<file path="src/common/pyramid_params.svh">
`ifndef PYRAMID_PARAMS_SVH
`define PYRAMID_PARAMS_SVH

// greyscale pixel depth
`define PYR_BIT_DEPTH 8

// octave 0 image size, both powers of two
`define PYR_TOP_WIDTH 16
`define PYR_TOP_HEIGHT 16

// pyramid shape
`define PYR_OCTAVES 3
`define PYR_LEVELS 3

// log2 of the octave 0 pixel count
`define PYR_ADDR_WIDTH 8

`endif

</file>
<file path="src/common/pyramid_pkg.sv">
`default_nettype none

`include "pyramid_params.svh"

package pyramid_pkg;

    typedef logic [$clog2(`PYR_OCTAVES)-1:0] octave_t;
    typedef logic [$clog2(`PYR_LEVELS)-1:0] level_t;

    typedef struct packed {
        octave_t octave;
        level_t  level;
    } level_tag_t;

    // where a pass reads its image from
    typedef enum logic [1:0] {
        src_ext   = 2'd0,
        src_buf_a = 2'd1,
        src_buf_b = 2'd2
    } buf_sel_t;

    typedef struct packed {
        logic     decimate;  // 0 blur, 1 decimate
        buf_sel_t src;
        logic     dst_b;     // 0 writes buffer a, 1 writes buffer b
        octave_t  octave;
        level_t   level;
        logic     emit;      // level goes out on the output stream
    } pass_cmd_t;

    typedef enum logic [1:0] {
        idle,
        issue,
        wait_pass,
        finish
    } pyr_state_t;

endpackage

`default_nettype wire

</file>
<file path="src/source/pyramid_ctrl.sv">
`default_nettype none

`include "pyramid_params.svh"

module pyramid_ctrl (
    input  wire                    clk_in,
    input  wire                    rst_in,
    input  wire                    start_in,
    input  wire                    pass_done,
    output pyramid_pkg::pass_cmd_t pass_cmd,
    output logic                   pass_start,
    output logic                   pyramid_done
);

    pyramid_pkg::pyr_state_t state;
    pyramid_pkg::octave_t    octave;
    pyramid_pkg::level_t     level;
    logic                    dec_pending;  // decimation still owed for this octave

    // command follows the counters, which hold still for the whole pass
    always_comb begin
        pass_cmd        = '0;
        pass_cmd.octave = octave;
        if (dec_pending) begin
            pass_cmd.decimate = 1'b1;
            pass_cmd.src      = pyramid_pkg::src_buf_a;  // third level of previous octave
            pass_cmd.dst_b    = 1'b1;
        end else begin
            pass_cmd.level = level;
            pass_cmd.emit  = 1'b1;
            pass_cmd.dst_b = (level == 2'd1);
            if (level == 2'd1)
                pass_cmd.src = pyramid_pkg::src_buf_a;
            else if (level == 2'd0 && octave == 2'd0)
                pass_cmd.src = pyramid_pkg::src_ext;
            else
                pass_cmd.src = pyramid_pkg::src_buf_b;
        end
    end

    assign pass_start   = (state == pyramid_pkg::issue);
    assign pyramid_done = (state == pyramid_pkg::finish);

    always_ff @(posedge clk_in) begin
        if (rst_in) begin
            state       <= pyramid_pkg::idle;
            octave      <= '0;
            level       <= '0;
            dec_pending <= 1'b0;
        end else begin
            case (state)
                pyramid_pkg::idle: begin
                    if (start_in) begin
                        octave      <= '0;
                        level       <= '0;
                        dec_pending <= 1'b0;
                        state       <= pyramid_pkg::issue;
                    end
                end
                pyramid_pkg::issue: state <= pyramid_pkg::wait_pass;
                pyramid_pkg::wait_pass: begin
                    if (pass_done) begin
                        state <= pyramid_pkg::issue;
                        if (dec_pending) begin
                            dec_pending <= 1'b0;  // blur of level 0 comes next
                        end else if (level == pyramid_pkg::level_t'(`PYR_LEVELS - 1)) begin
                            if (octave == pyramid_pkg::octave_t'(`PYR_OCTAVES - 1)) begin
                                state <= pyramid_pkg::finish;
                            end else begin
                                octave      <= octave + 1'b1;
                                level       <= '0;
                                dec_pending <= 1'b1;
                            end
                        end else begin
                            level <= level + 1'b1;
                        end
                    end
                end
                default: state <= pyramid_pkg::idle;  // finish lasts one cycle
            endcase
        end
    end

endmodule

`default_nettype wire

</file>
<file path="config.mk">
export PLATFORM = sky130hd
export DESIGN_NAME = pyramid_ctrl
export DESIGN_NICKNAME = d
export VERILOG_FILES = /design/src/common/pyramid_pkg.sv /design/src/source/pyramid_ctrl.sv
export VERILOG_INCLUDE_DIRS = /design/src /design/src/common
export SDC_FILE = /design/constraint.sdc
export NUM_CORES = 1
export LEC_CHECK = 0
export ABC_AREA = 1
export BUFFER_PORTS_ARGS = -buffer_cell sky130_fd_sc_hd__buf_2
export CORE_AREA = 4 4 41 43
export DETAILED_ROUTE_END_ITERATION = 16
export DIE_AREA = 0 0 45 47
export GPL_TIMING_DRIVEN = 0
export PLACE_DENSITY = 0.69
export SLEW_MARGIN = 20
export SYNTH_ARGS = -nofsm -noshare
export SYNTH_HDL_FRONTEND = slang
export SYNTH_SLANG_ARGS = --single-unit
</file>
<file path="constraint.sdc">
create_clock -name clk_in -period 2.9 [get_ports clk_in]
set_clock_uncertainty 0.15 [all_clocks]
set_input_delay 0.58 -clock clk_in [delete_from_list [all_inputs] [get_ports clk_in]]
set_output_delay 0.58 -clock clk_in [all_outputs]
set_load 0.1 [all_outputs]
</file>
== After elaboration in Yosys (flattened, before gate mapping) ==
Index checks and enable logic that the tools add are counted.
W data, S select, Z words.
Cells by class
  $add $sub $neg: 2
  equal/unequal tests: 12
  muxes and demuxes: 28
  reduce and logical (&&, ||, !) cells: 9
Operators by type and width (number)
  $mux W2: 16
  $ne A2 B2 Y1 const B: 5
  $eq A2 B2 Y1 const B: 4
  $pmux W2 S2: 2
  $logic_not A2 Y1: 3
  $mux W1: 6
  $mux W3: 2
  $pmux W2 S3: 1
  $reduce_and A6 Y1: 1
  $reduce_and A5 Y1: 1
  $add A2 B1 Y2 const B: 2
  $eq A2 B1 Y1 const B: 2
  $ne A3 B3 Y1 const B: 1
  $reduce_and A3 Y1: 1
  $pmux W1 S2: 1
  $reduce_and A2 Y1: 1
  $reduce_bool A2 Y1: 1
  $logic_and A1 B1 Y1: 1
Word-level totals
  register bits: 7
  input port bits: 4
  output and inout bits: 11
  logic and storage cells: 55

== Longest topological paths before layout ==
Gate-level depths: netlist of run 1.
  depth after elaboration: 6
  gate-level depth with buffers: 9
  depth with buffers taken out: 9

== Worst setup path after synthesis of run 1 ==
Ideal clock, no wire load.
  kind: register -> output
  start: register dec_pending
  end: output pass_cmd[7] (netlist name)
  arrival: 4.423 ns
  data required time: 2.170 ns
  slack: -2.253 ns
  stages on the path, launching flop included: 4
  buffers on the path: 0
  cell sequence: dfxtp_1 -> inv_1 -> o21ai_0 -> a31oi_1
RTL lines
  start, declared: RTL line pyramid_ctrl.sv:18  | logic dec_pending;
  start signal, assigned: RTL line pyramid_ctrl.sv:49  | dec_pending <= 1'b0;
  start signal, assigned: RTL line pyramid_ctrl.sv:56  | dec_pending <= 1'b0;
  start signal, assigned: RTL line pyramid_ctrl.sv:65  | dec_pending <= 1'b0;
  end, declared: RTL line pyramid_ctrl.sv:10  | output pyramid_pkg::pass_cmd_t pass_cmd,

==> impl_metrics.json, run 1 <==
{
  "synth.most_common_cell": "nor2_1",
  "core-area_sq_um": 1301,
  "post_drt_wl_per_cell_microns": 8.800,
  "ys_types": 16,
  "p_sw_uw": 232.9,
  "yosysSeqAreaShare": 0.3035,
  "start_util": 0.3548,
  "syn-cell-area_sq_um": 461.7,
  "crit_chain": "clkinvlp_4 > o21ai_2 > buf_4 > buf_2",
  "die_area_sq_um": 2115,
  "max_freq_mhz": 433.9,
  "tns_ps": 0,
  "worst_ep_required_time_ps": 2170,
  "clockPowerShare": 0.203,
  "tightest_slew_ps": 488.5,
  "grt_pass1_vias": 407,
  "p_sw_frac": 0.5345,
  "cts_hold_buf": 0,
  "peakVddDrop_v": 0.0003171,
  "drive_gt1_frac": 0.3556,
  "final_nets": 98,
  "critical_path.startpoint_type": "flip-flop",
  "hold_start": "rst_in",
  "min_period_ps": 2305,
  "power_frac_seq": 0.267,
  "async_flop_share": 0,
  "syn-num-nets": 79,
  "slowest_stage": "dfxtp_1",
  "gp_congestion": 0.7194,
  "crit_buf_inv": 3,
  "reg2reg_depth": 8,
  "rsz0062_at_grt": "no",
  "htree_levels": 1,
  "maxCapViolCount": 0,
  "yosys.area.top_type_share": 0.3035,
  "report.final.slew_viol_count": 0,
  "setup_viol": 0,
  "postCtsSetupRepairBufs": 0,
  "diodes": 0,
  "io_buffers": 14,
  "clockBufferDepth": 2,
  "power_uw": 435.8,
  "power.leakage_nw": 0.3173,
  "min_to": "state[0]",
  "via_count": 476,
  "drc": 0,
  "clock-sinks": 7,
  "syn_to_final_growth_pct": 29.81,
  "cts_tree": "done",
  "cp_data_arrival_time_ps": 1570,
  "pwr-share-comb": 0.530,
  "dpl.hpwl_microns": 763.5,
  "netlist_instances": 72,
  "status": "complete, no violations",
  "critPathLaunch": "dec_pending",
  "dpl_worst_slack_ps": 860.4,
  "synth_seq_cells": 7,
  "io_pins": 15,
  "postCtsResizedCells": 0,
  "grt_pass1_wl_microns": 1656,
  "powerDensity_nw_per_um2": 727.1,
  "crit_fanout": 6,
  "via_per_inst": 4.533,
  "yosys.area.top_type": "dfxtp_1",
  "p_int_uw": 202.9,
  "timing.reg2reg.setup_slack_ps": 1530,
  "r2r-start": "octave[0]",
  "hold_viol": 0,
  "clock_latency_ps": 250,
  "worstSetupPathType": "flip-flop to output pin",
  "endpoint_kind": "output pin",
  "holdCritPathClass": "input port to flip-flop",
  "r2r_end": "level[0]",
  "fin_crit_sh": 0.7948,
  "fillers": 139,
  "cts-root-buf": "clkbuf_4",
  "cp_top_family": "buffers and inverters",
  "path_clk_slew_ps": 60,
  "hold_depth": 2,
  "ys.flop_type": "dfxtp_1",
  "synth_edf_count": 0,
  "grt-ovfl-total": 0,
  "worst_slack_ps": 595.2,
  "firstDrtPassIters": 4,
  "die_x_microns": 45,
  "holdWs_ps": 340.6,
  "drtAntennaViolNets": 0,
  "die_h_microns": 47,
  "synth.avg_cell_area_sq_um": 6.412,
  "drt-total-wl_microns": 924,
  "cts_made_buffers": 3,
  "initialDrtViolationCount": 5,
  "antenna_found_initial": 0,
  "rows": 13,
  "track_usage": 0.1118,
  "grt_max_degree": 8,
  "yosysWarnings": 0,
  "synthTopCellsByCount": "nor2_1, nand2_1, inv_1",
  "synth_area_leaders": "dfxtp_1, nor2_1, nand2_1, ha_1, inv_1",
  "cpPeakStageDelay_ps": 450,
  "maxSlewHeadroom": 0.6766
}
==> power groups by stage <==
stage          registers [mW]  clock network, mW  logic (mW)
2_1_floorplan           0.139                  0       0.183
3_3_place_gp            0.118                  0       0.231
3_5_place_dp            0.118                  0       0.233
4_1_cts                 0.116             0.0909       0.233
5_1_grt                 0.118             0.0983       0.246
6_report                0.116             0.0886       0.231
==> registers in the layout (all words and copies together) (netlist names) <==
| register | cells |
|---|---|
| dec_pending | 1 |
| level | 2 |
| octave | 2 |
| state | 2 |
==> logic make-up after synthesis <==
group / Yosys count / synth area share
buffers and inverters: 14 / 0.1301
AOI/OAI and AO/OA: 9 / 0.1003
adders and majority gates: 3 / 0.08131
and+or+nand+nor: 39 / 0.3848
DFF: 7 / 0.3035
==> routing by layer <==
layer / vias up / GRT usage / wire, microns
met1: 203 / 0.1195 / 396
met4: 0 / 0.05263 / 10
met5: - / 0 / 0
li1: 260 / - / -
met2: 11 / 0.1808 / 444
met3: 2 / 0.06130 / 72
==> how the worst max path moves through the flow <==
stage	to	cells after the start
2_1_floorplan	pass_cmd[7]	3
3_3_place_gp	pass_cmd[6]	4
3_5_place_dp	pass_cmd[6]	4
4_1_cts	pass_cmd[6]	4
5_1_grt	pass_cmd[6]	4
6_report	pass_cmd[6]	4
==> metrics by stage <==
| stage | area [sq um] | util | cells |
|---|---|---|---|
| 6_report | 599.3 | 0.4606 | 105 |
| 2_1_floorplan | 484.2 | - | 72 |
| 3_3_place_gp | 573.1 | 0.4404 | 101 |
| 4_1_cts | 599.3 | 0.4606 | 105 |
| 5_1_grt | 599.3 | 0.4606 | 105 |
| 3_5_place_dp | 573.1 | 0.4404 | 101 |
==> cells in the final DEF (no fill, tap or decap) <==
master / netlist / final
inv_1: 9 / 8
nand3_1: 6 / 6
dfxtp_1: 7 / 7
inv_2: 3 / 3
nand2_2: 3 / 3
nor3_1: 1 / 1
clkinvlp_4: 0 / 1
nor2_1: 13 / 13
o21ai_2: 0 / 1
nor2_2: 3 / 3
a31oi_4: 0 / 1
nor2_4: 1 / 1
o21ai_1: 2 / 2
clkbuf_4: 0 / 3
nand2_1: 12 / 12
a21oi_1: 5 / 5
ha_1: 3 / 3
buf_4: 2 / 2
clkbuf_1: 0 / 1
buf_2: 0 / 14
==> area by class of cell <==
type / count / area (sq um) / area share
buffer: 2 / 15.01 / 0.02505
clock buffer: 4 / 26.28 / 0.04384
inverter: 12 / 48.80 / 0.08142
multi-input combinational: 51 / 280.3 / 0.4676
sequential: 7 / 140.1 / 0.2338
tap: 15 / 18.77 / 0.03132
timing repair buffer: 14 / 70.07 / 0.1169
Power figures use the tool's default switching activity.
==> inputs of run 2 (changes only) <==
--- a/config.mk
+++ b/config.mk
@@ -12,7 +12,7 @@
 export DETAILED_ROUTE_END_ITERATION = 16
 export DIE_AREA = 0 0 45 47
 export GPL_TIMING_DRIVEN = 0
-export PLACE_DENSITY = 0.69
+export PLACE_DENSITY = 0.71
 export SLEW_MARGIN = 20
 export SYNTH_ARGS = -nofsm -noshare
 export SYNTH_HDL_FRONTEND = slang
==> constraint.sdc (replaced) <==
create_clock -name clk_in -period 2.1 [get_ports clk_in]
set_clock_uncertainty 0.15 [all_clocks]
set_input_delay 0.42 -clock clk_in [delete_from_list [all_inputs] [get_ports clk_in]]
set_output_delay 0.42 -clock clk_in [all_outputs]
set_load 0.1 [all_outputs]
==> run 2 against run 1 <==
Against the previous run:
- sequential power increased by 41%
- highest routed layer is now met3
- hold slack got worse by 140 ps
- critical endpoint unchanged
- global-route usage decreased by 0.64 points
- clock power increased by 32%
==> impl_metrics.json, run 2 (synthesis gave the netlist of run 1 again) <==
{
  "antenna_found_initial": 0,
  "final_nets": 98,
  "diodes": 0,
  "holdWs_ps": 197.3,
  "cts-root-buf": "clkbuf_4",
  "critical_path.startpoint_type": "flip-flop",
  "endpoint_kind": "output pin",
  "rows": 13,
  "crit_chain": "inv_1 > o21ai_4 > buf_6 > buf_4",
  "fillers": 134,
  "die_h_microns": 47,
  "fin_crit_sh": 0.9437,
  "htree_levels": 1,
  "max_freq_mhz": 504.6,
  "powerDensity_nw_per_um2": 980.4,
  "postCtsSetupRepairBufs": 0,
  "hold_viol": 0,
  "clock_latency_ps": 240,
  "dpl_worst_slack_ps": 237.9,
  "grt-ovfl-total": 0,
  "path_clk_slew_ps": 50,
  "die_area_sq_um": 2115,
  "grt_max_degree": 8,
  "fin_util": 0.4817,
  "status": "complete, no violations",
  "drc": 0,
  "clockBufferDepth": 2,
  "cts_hold_buf": 0,
  "cp_top_family": "buffers and inverters",
  "core-area_sq_um": 1301,
  "drt-total-wl_microns": 964,
  "peakVddDrop_v": 0.0003801,
  "gp_congestion": 0.6893,
  "worstSetupPathType": "flip-flop to output pin",
  "firstDrtPassIters": 4,
  "track_usage": 0.1054,
  "slowest_stage": "dfxtp_1",
  "cts_made_buffers": 3,
  "crit_buf_inv": 3,
  "io_pins": 15,
  "rsz0062_at_grt": "no",
  "initialDrtViolationCount": 3,
  "cp_data_arrival_time_ps": 1410,
  "start_util": 0.3548,
  "power.leakage_nw": 0.3206,
  "report.final.slew_viol_count": 0,
  "drtAntennaViolNets": 0,
  "reg_top3": "level (2), octave (2), state (2)",
  "drive_gt1_frac": 0.4111,
  "dpl.hpwl_microns": 796,
  "tns_ps": 0,
  "crit_fanout": 5,
  "syn_to_final_growth_pct": 35.77,
  "die_x_microns": 45,
  "grt_pass1_vias": 402,
  "cpPeakStageDelay_ps": 400,
  "maxSlewHeadroom": 0.6738,
  "via_count": 452,
  "cts_tree": "done",
  "final_cell_mix": "nand2_1, nor2_1, buf_2, inv_1, nand3_1",
  "final_area_sq_um": 626.9,
  "worst_ep_required_time_ps": 1530,
  "via_per_inst": 4.305,
  "min_period_ps": 1982,
  "postPlaceCellArea_sq_um": 593.1,
  "worst_slack_ps": 118.3,
  "grt_pass1_wl_microns": 1649,
  "timing.reg2reg.setup_slack_ps": 710,
  "maxCapViolCount": 0,
  "io_buffers": 14,
  "setup_viol": 0,
  "tightest_slew_ps": 492.7,
  "final_common_cell": "nand2_1",
  "post_drt_wl_per_cell_microns": 9.181,
  "holdCritPathClass": "input port to flip-flop",
  "clock-sinks": 7
}
==> run 2: changes by cell type in the layout (fill, tap and decap cells not counted), sizes merged <==
cell    change
clkbuf      +2
buf         -2
==> run 2: power by group <==
part           internal [mW]  switching [mW]
clock network         0.0722          0.0449
logic                 0.0716           0.263
registers              0.148          0.0151
==> run 2: layer usage <==
| metal | part of all wire | up-vias | GRT usage | wire, microns |
|---|---|---|---|---|
| met3 | 0.041 | 0 | 0.02682 | 40 |
| met2 | 0.47 | 8 | 0.1610 | 455 |
| met5 | 0 | - | 0 | 0 |
| met4 | 0 | 0 | 0.05263 | 0 |
| met1 | 0.48 | 187 | 0.1376 | 467 |
| li1 | - | 257 | - | - |
==> run 2: final cells by class <==
class	instances	area [sq um]	share of cell area
well taps	15	18.77	0.02994
repair buffers	14	77.57	0.1238
clock buffers	4	26.28	0.04192
plain buffers	2	18.77	0.02994
multi-input cells	51	292.8	0.4671
flip-flops and latches	7	143.9	0.2295
inverters	12	48.80	0.07784
==> run 2: timing repair <==
action | in CTS | in global routing
gates resized for setup | 1 | 2
setup endpoints to repair | 1 | 2
pin swaps | 0 | 0
==> run 2: path summary, 6_finish.rpt <==
kind | end | start | cells past startpoint
worst max-delay path | pass_cmd[6] | level[0] | 4
worst min-delay path | state[0] | rst_in | 2
worst max register to register | level[0] | octave[0] | 7
worst min register to register | level[0] | level[0] | 2
==> run 2: metrics by stage <==
step / std cells / total power, mW
6_report: 105 / 0.6146
5_1_grt: 105 / 0.6481
3_5_place_dp: 101 / 0.4958
3_3_place_gp: 101 / 0.4918
2_1_floorplan: 72 / 0.4532
4_1_cts: 105 / 0.6191
==> inputs of run 3 (changes only) <==
--- a/config.mk
+++ b/config.mk
@@ -6,13 +6,12 @@
 export SDC_FILE = /design/constraint.sdc
 export NUM_CORES = 1
 export LEC_CHECK = 0
-export ABC_AREA = 1
 export BUFFER_PORTS_ARGS = -buffer_cell sky130_fd_sc_hd__buf_2
-export CORE_AREA = 4 4 41 43
+export CORE_AREA = 2 2 39 41
 export DETAILED_ROUTE_END_ITERATION = 16
-export DIE_AREA = 0 0 45 47
+export DIE_AREA = 0 0 41 43
 export GPL_TIMING_DRIVEN = 0
-export PLACE_DENSITY = 0.71
+export PLACE_DENSITY = 0.75
 export SLEW_MARGIN = 20
 export SYNTH_ARGS = -nofsm -noshare
 export SYNTH_HDL_FRONTEND = slang
==> run 3 against run 2 <==
Against the previous run:
- die area shrank 17%
- global-route usage increased by 3.9 points
- clock-buffer cell count is the same
- sequential share of layout area is 0.54 points lower
- total power decreased by 46%
- synthesized cell count shrank 19%
- wire length up 10%
- sequential power is 13% lower
- largest cell class unchanged
- critical path type unchanged
- utilization decreased by 1.8 points
==> impl_metrics.json, run 3 <==
{
  "worstSetupPathType": "flip-flop to output pin",
  "post_drt_wl_per_cell_microns": 11.70,
  "tns_ps": 0,
  "die_h_microns": 43,
  "worst_ep_required_time_ps": 1530,
  "worst_slack_ps": 124.2,
  "via_count": 452,
  "gp_congestion": 0.7847,
  "firstDrtPassIters": 2,
  "hold_viol": 0,
  "drive_gt1_frac": 0.4400,
  "ys.flop_type": "dfxtp_1",
  "p_int_uw": 227.2,
  "path_clk_slew_ps": 50,
  "die_x_microns": 41,
  "tightest_slew_ps": 496.2,
  "io_buffers": 13,
  "drtAntennaViolNets": 0,
  "clock-sinks": 7,
  "initialDrtViolationCount": 11,
  "io_pins": 15,
  "setup_viol": 0,
  "report.final.slew_viol_count": 0,
  "clock_latency_ps": 250,
  "final_area_sq_um": 641.9,
  "yosysWarnings": 0,
  "yosysSeqAreaShare": 0.2759,
  "netlist_instances": 58,
  "multi_input_area_sq_um": 330.3,
  "p_sw_uw": 102.2,
  "final_cell_mix": "buf_2, inv_1, dfxtp_1",
  "regArea_sq_um": 143.9,
  "fin_crit_sh": 0.9408,
  "dpl.hpwl_microns": 765.6,
  "drc": 0,
  "diodes": 0,
  "crit_chain": "buf_2 > a21o_2 > buf_4 > buf_2",
  "synth-compound-area-share": 0.1502,
  "slowest_stage": "buf_2",
  "async_flop_share": 0,
  "grt-ovfl-total": 0,
  "dpl_worst_slack_ps": 264.9,
  "holdCritPathClass": "input port to flip-flop",
  "synth.avg_cell_area_sq_um": 8.758,
  "crit_fanout": 9,
  "synthAdderAreaFrac": 0.07389,
  "max_freq_mhz": 506.1,
  "grt_pass1_wl_microns": 1669,
  "synthTopCellsByCount": "dfxtp_1, nor2_1, inv_1, nor2b_1",
  "cp_common_cell": "buf_2",
  "postCtsSetupRepairBufs": 0,
  "crit_buf_inv": 3,
  "final_common_cell": "buf_2",
  "postPlaceCellArea_sq_um": 611.8,
  "cts-root-buf": "clkbuf_4",
  "final_nets": 83,
  "min_period_ps": 1976,
  "cts_tree": "done",
  "power.leakage_nw": 0.2735,
  "clockBufferDepth": 2,
  "p_sw_frac": 0.3102,
  "maxSlewHeadroom": 0.6715,
  "grt_pass1_vias": 416,
  "power_frac_seq": 0.428,
  "track_usage": 0.1446,
  "rsz0062_at_grt": "no",
  "synth_area_leaders": "dfxtp_1, ha_1, mux2i_1, nor2b_1, nor4b_4",
  "drt-total-wl_microns": 1065,
  "holdWs_ps": 361.4,
  "endpoint_kind": "output pin",
  "ys_types": 30,
  "synth.most_common_cell": "dfxtp_1",
  "fin_cells": 91,
  "die_area_sq_um": 1763,
  "cts_made_buffers": 3,
  "yosys.area.top_type": "dfxtp_1",
  "cp_top_family": "buffers and inverters",
  "synth_seq_cells": 7,
  "synth_edf_count": 0,
  "syn_to_final_growth_pct": 26.35,
  "synth-xor-area-share": 0,
  "core-area_sq_um": 1384,
  "antenna_found_initial": 0,
  "syn-cell-area_sq_um": 508.0,
  "muxShareOfSynthArea": 0.05911,
  "synthSimpleGateAreaFrac": 0.3350,
  "syn-num-nets": 65,
  "via_per_inst": 4.967,
  "placedCellCount": 87,
  "synth_top_family_by_area": "simple AND/OR/NAND/NOR gates",
  "status": "complete, no violations",
  "powerDensity_nw_per_um2": 513.1,
  "clockPowerShare": 0.379,
  "peakVddDrop_v": 0.0003102,
  "cpPeakStageDelay_ps": 410,
  "rows": 14,
  "reg_top3": "level (2), octave (2), state (2)",
  "maxCapViolCount": 0,
  "start_util": 0.3671,
  "grt_max_degree": 10,
  "htree_levels": 1,
  "cp_data_arrival_time_ps": 1410,
  "pwr-share-comb": 0.193,
  "fillers": 140,
  "critical_path.startpoint_type": "flip-flop",
  "yosys.area.top_type_share": 0.2759
}
[run 3: cell types whose count changed in the layout (fill, tap and decap cells not counted), moves of 3 or more]
cell / delta
nand2_1: -11
nor2_1: -8
inv_1: -4
nand3_1: -4
nor2_2: -4
a21oi_1: -3
mux2i_1: +3
nand2_2: -3
nand3b_1: +3
[run 3: power by group through the flow]
| stage | combinational [mW] | sequential, mW | clock (mW) |
|---|---|---|---|
| 2_1_floorplan | 0.0521 | 0.143 | 0 |
| 3_3_place_gp | 0.0622 | 0.144 | 0 |
| 3_5_place_dp | 0.0633 | 0.144 | 0 |
| 4_1_cts | 0.0635 | 0.141 | 0.132 |
| 5_1_grt | 0.0675 | 0.142 | 0.138 |
| 6_report | 0.0635 | 0.141 | 0.125 |
[run 3: final cells by class]
class                      count  share of cell area
buffer                         5             0.05458
clock buffer                   4             0.04094
inverter                       5             0.02924
multi-input combinational     41              0.5146
sequential                     7              0.2242
tap                           16             0.03119
timing repair buffer          13              0.1053
[run 3: worst register-to-register path: stages (launching register included)]
cell,delay (ps)
dfxtp_2,320
inv_1,70
ha_1,230
nor4b_4,280
a311o_1,250
a21oi_2,60
[run 3: what timing repair did]
action                     CTS  global route
pin swaps                    0             0
hold buffers                 0             0
gates cloned                 0             0
setup endpoints to repair    1             1
resized for setup            1             2
[run 3: final timing paths]
kind	startpoint	to	slack (ps)	cells after the start
worst min-delay path	pass_done	dec_pending	360	3
worst min register to register	octave[1]	octave[1]	390	2
worst max-delay path	level[0]	pass_cmd[6]	120	4
worst max register to register	octave[0]	octave[0]	600	5
[run 3: through the flow]
step / power, mW / utilization
global route: 0.3472 / 0.4638
floorplan: 0.1946 / -
CTS: 0.3358 / 0.4620
finish: 0.3294 / 0.4638
global placement: 0.2058 / 0.4421
detailed placement: 0.2069 / 0.4421
[run 3: kinds of logic (layout without fill, tap and decap cells)]
kind of cell / after synthesis / in the layout
AOI/OAI and AO/OA: 10 / 10
adders and majority gates: 3 / 3
buffers and inverters: 10 / 27
DFF: 7 / 7
muxes: 3 / 3
and+or+nand+nor: 25 / 25
[run 3: metal layers]
layer,GRT usage,wire length (microns),up-vias
met5,0,0,-
met1,0.1608,464,205
li1,-,-,233
met2,0.2156,515,11
met3,0.09948,75,3
met4,0.04000,10,0
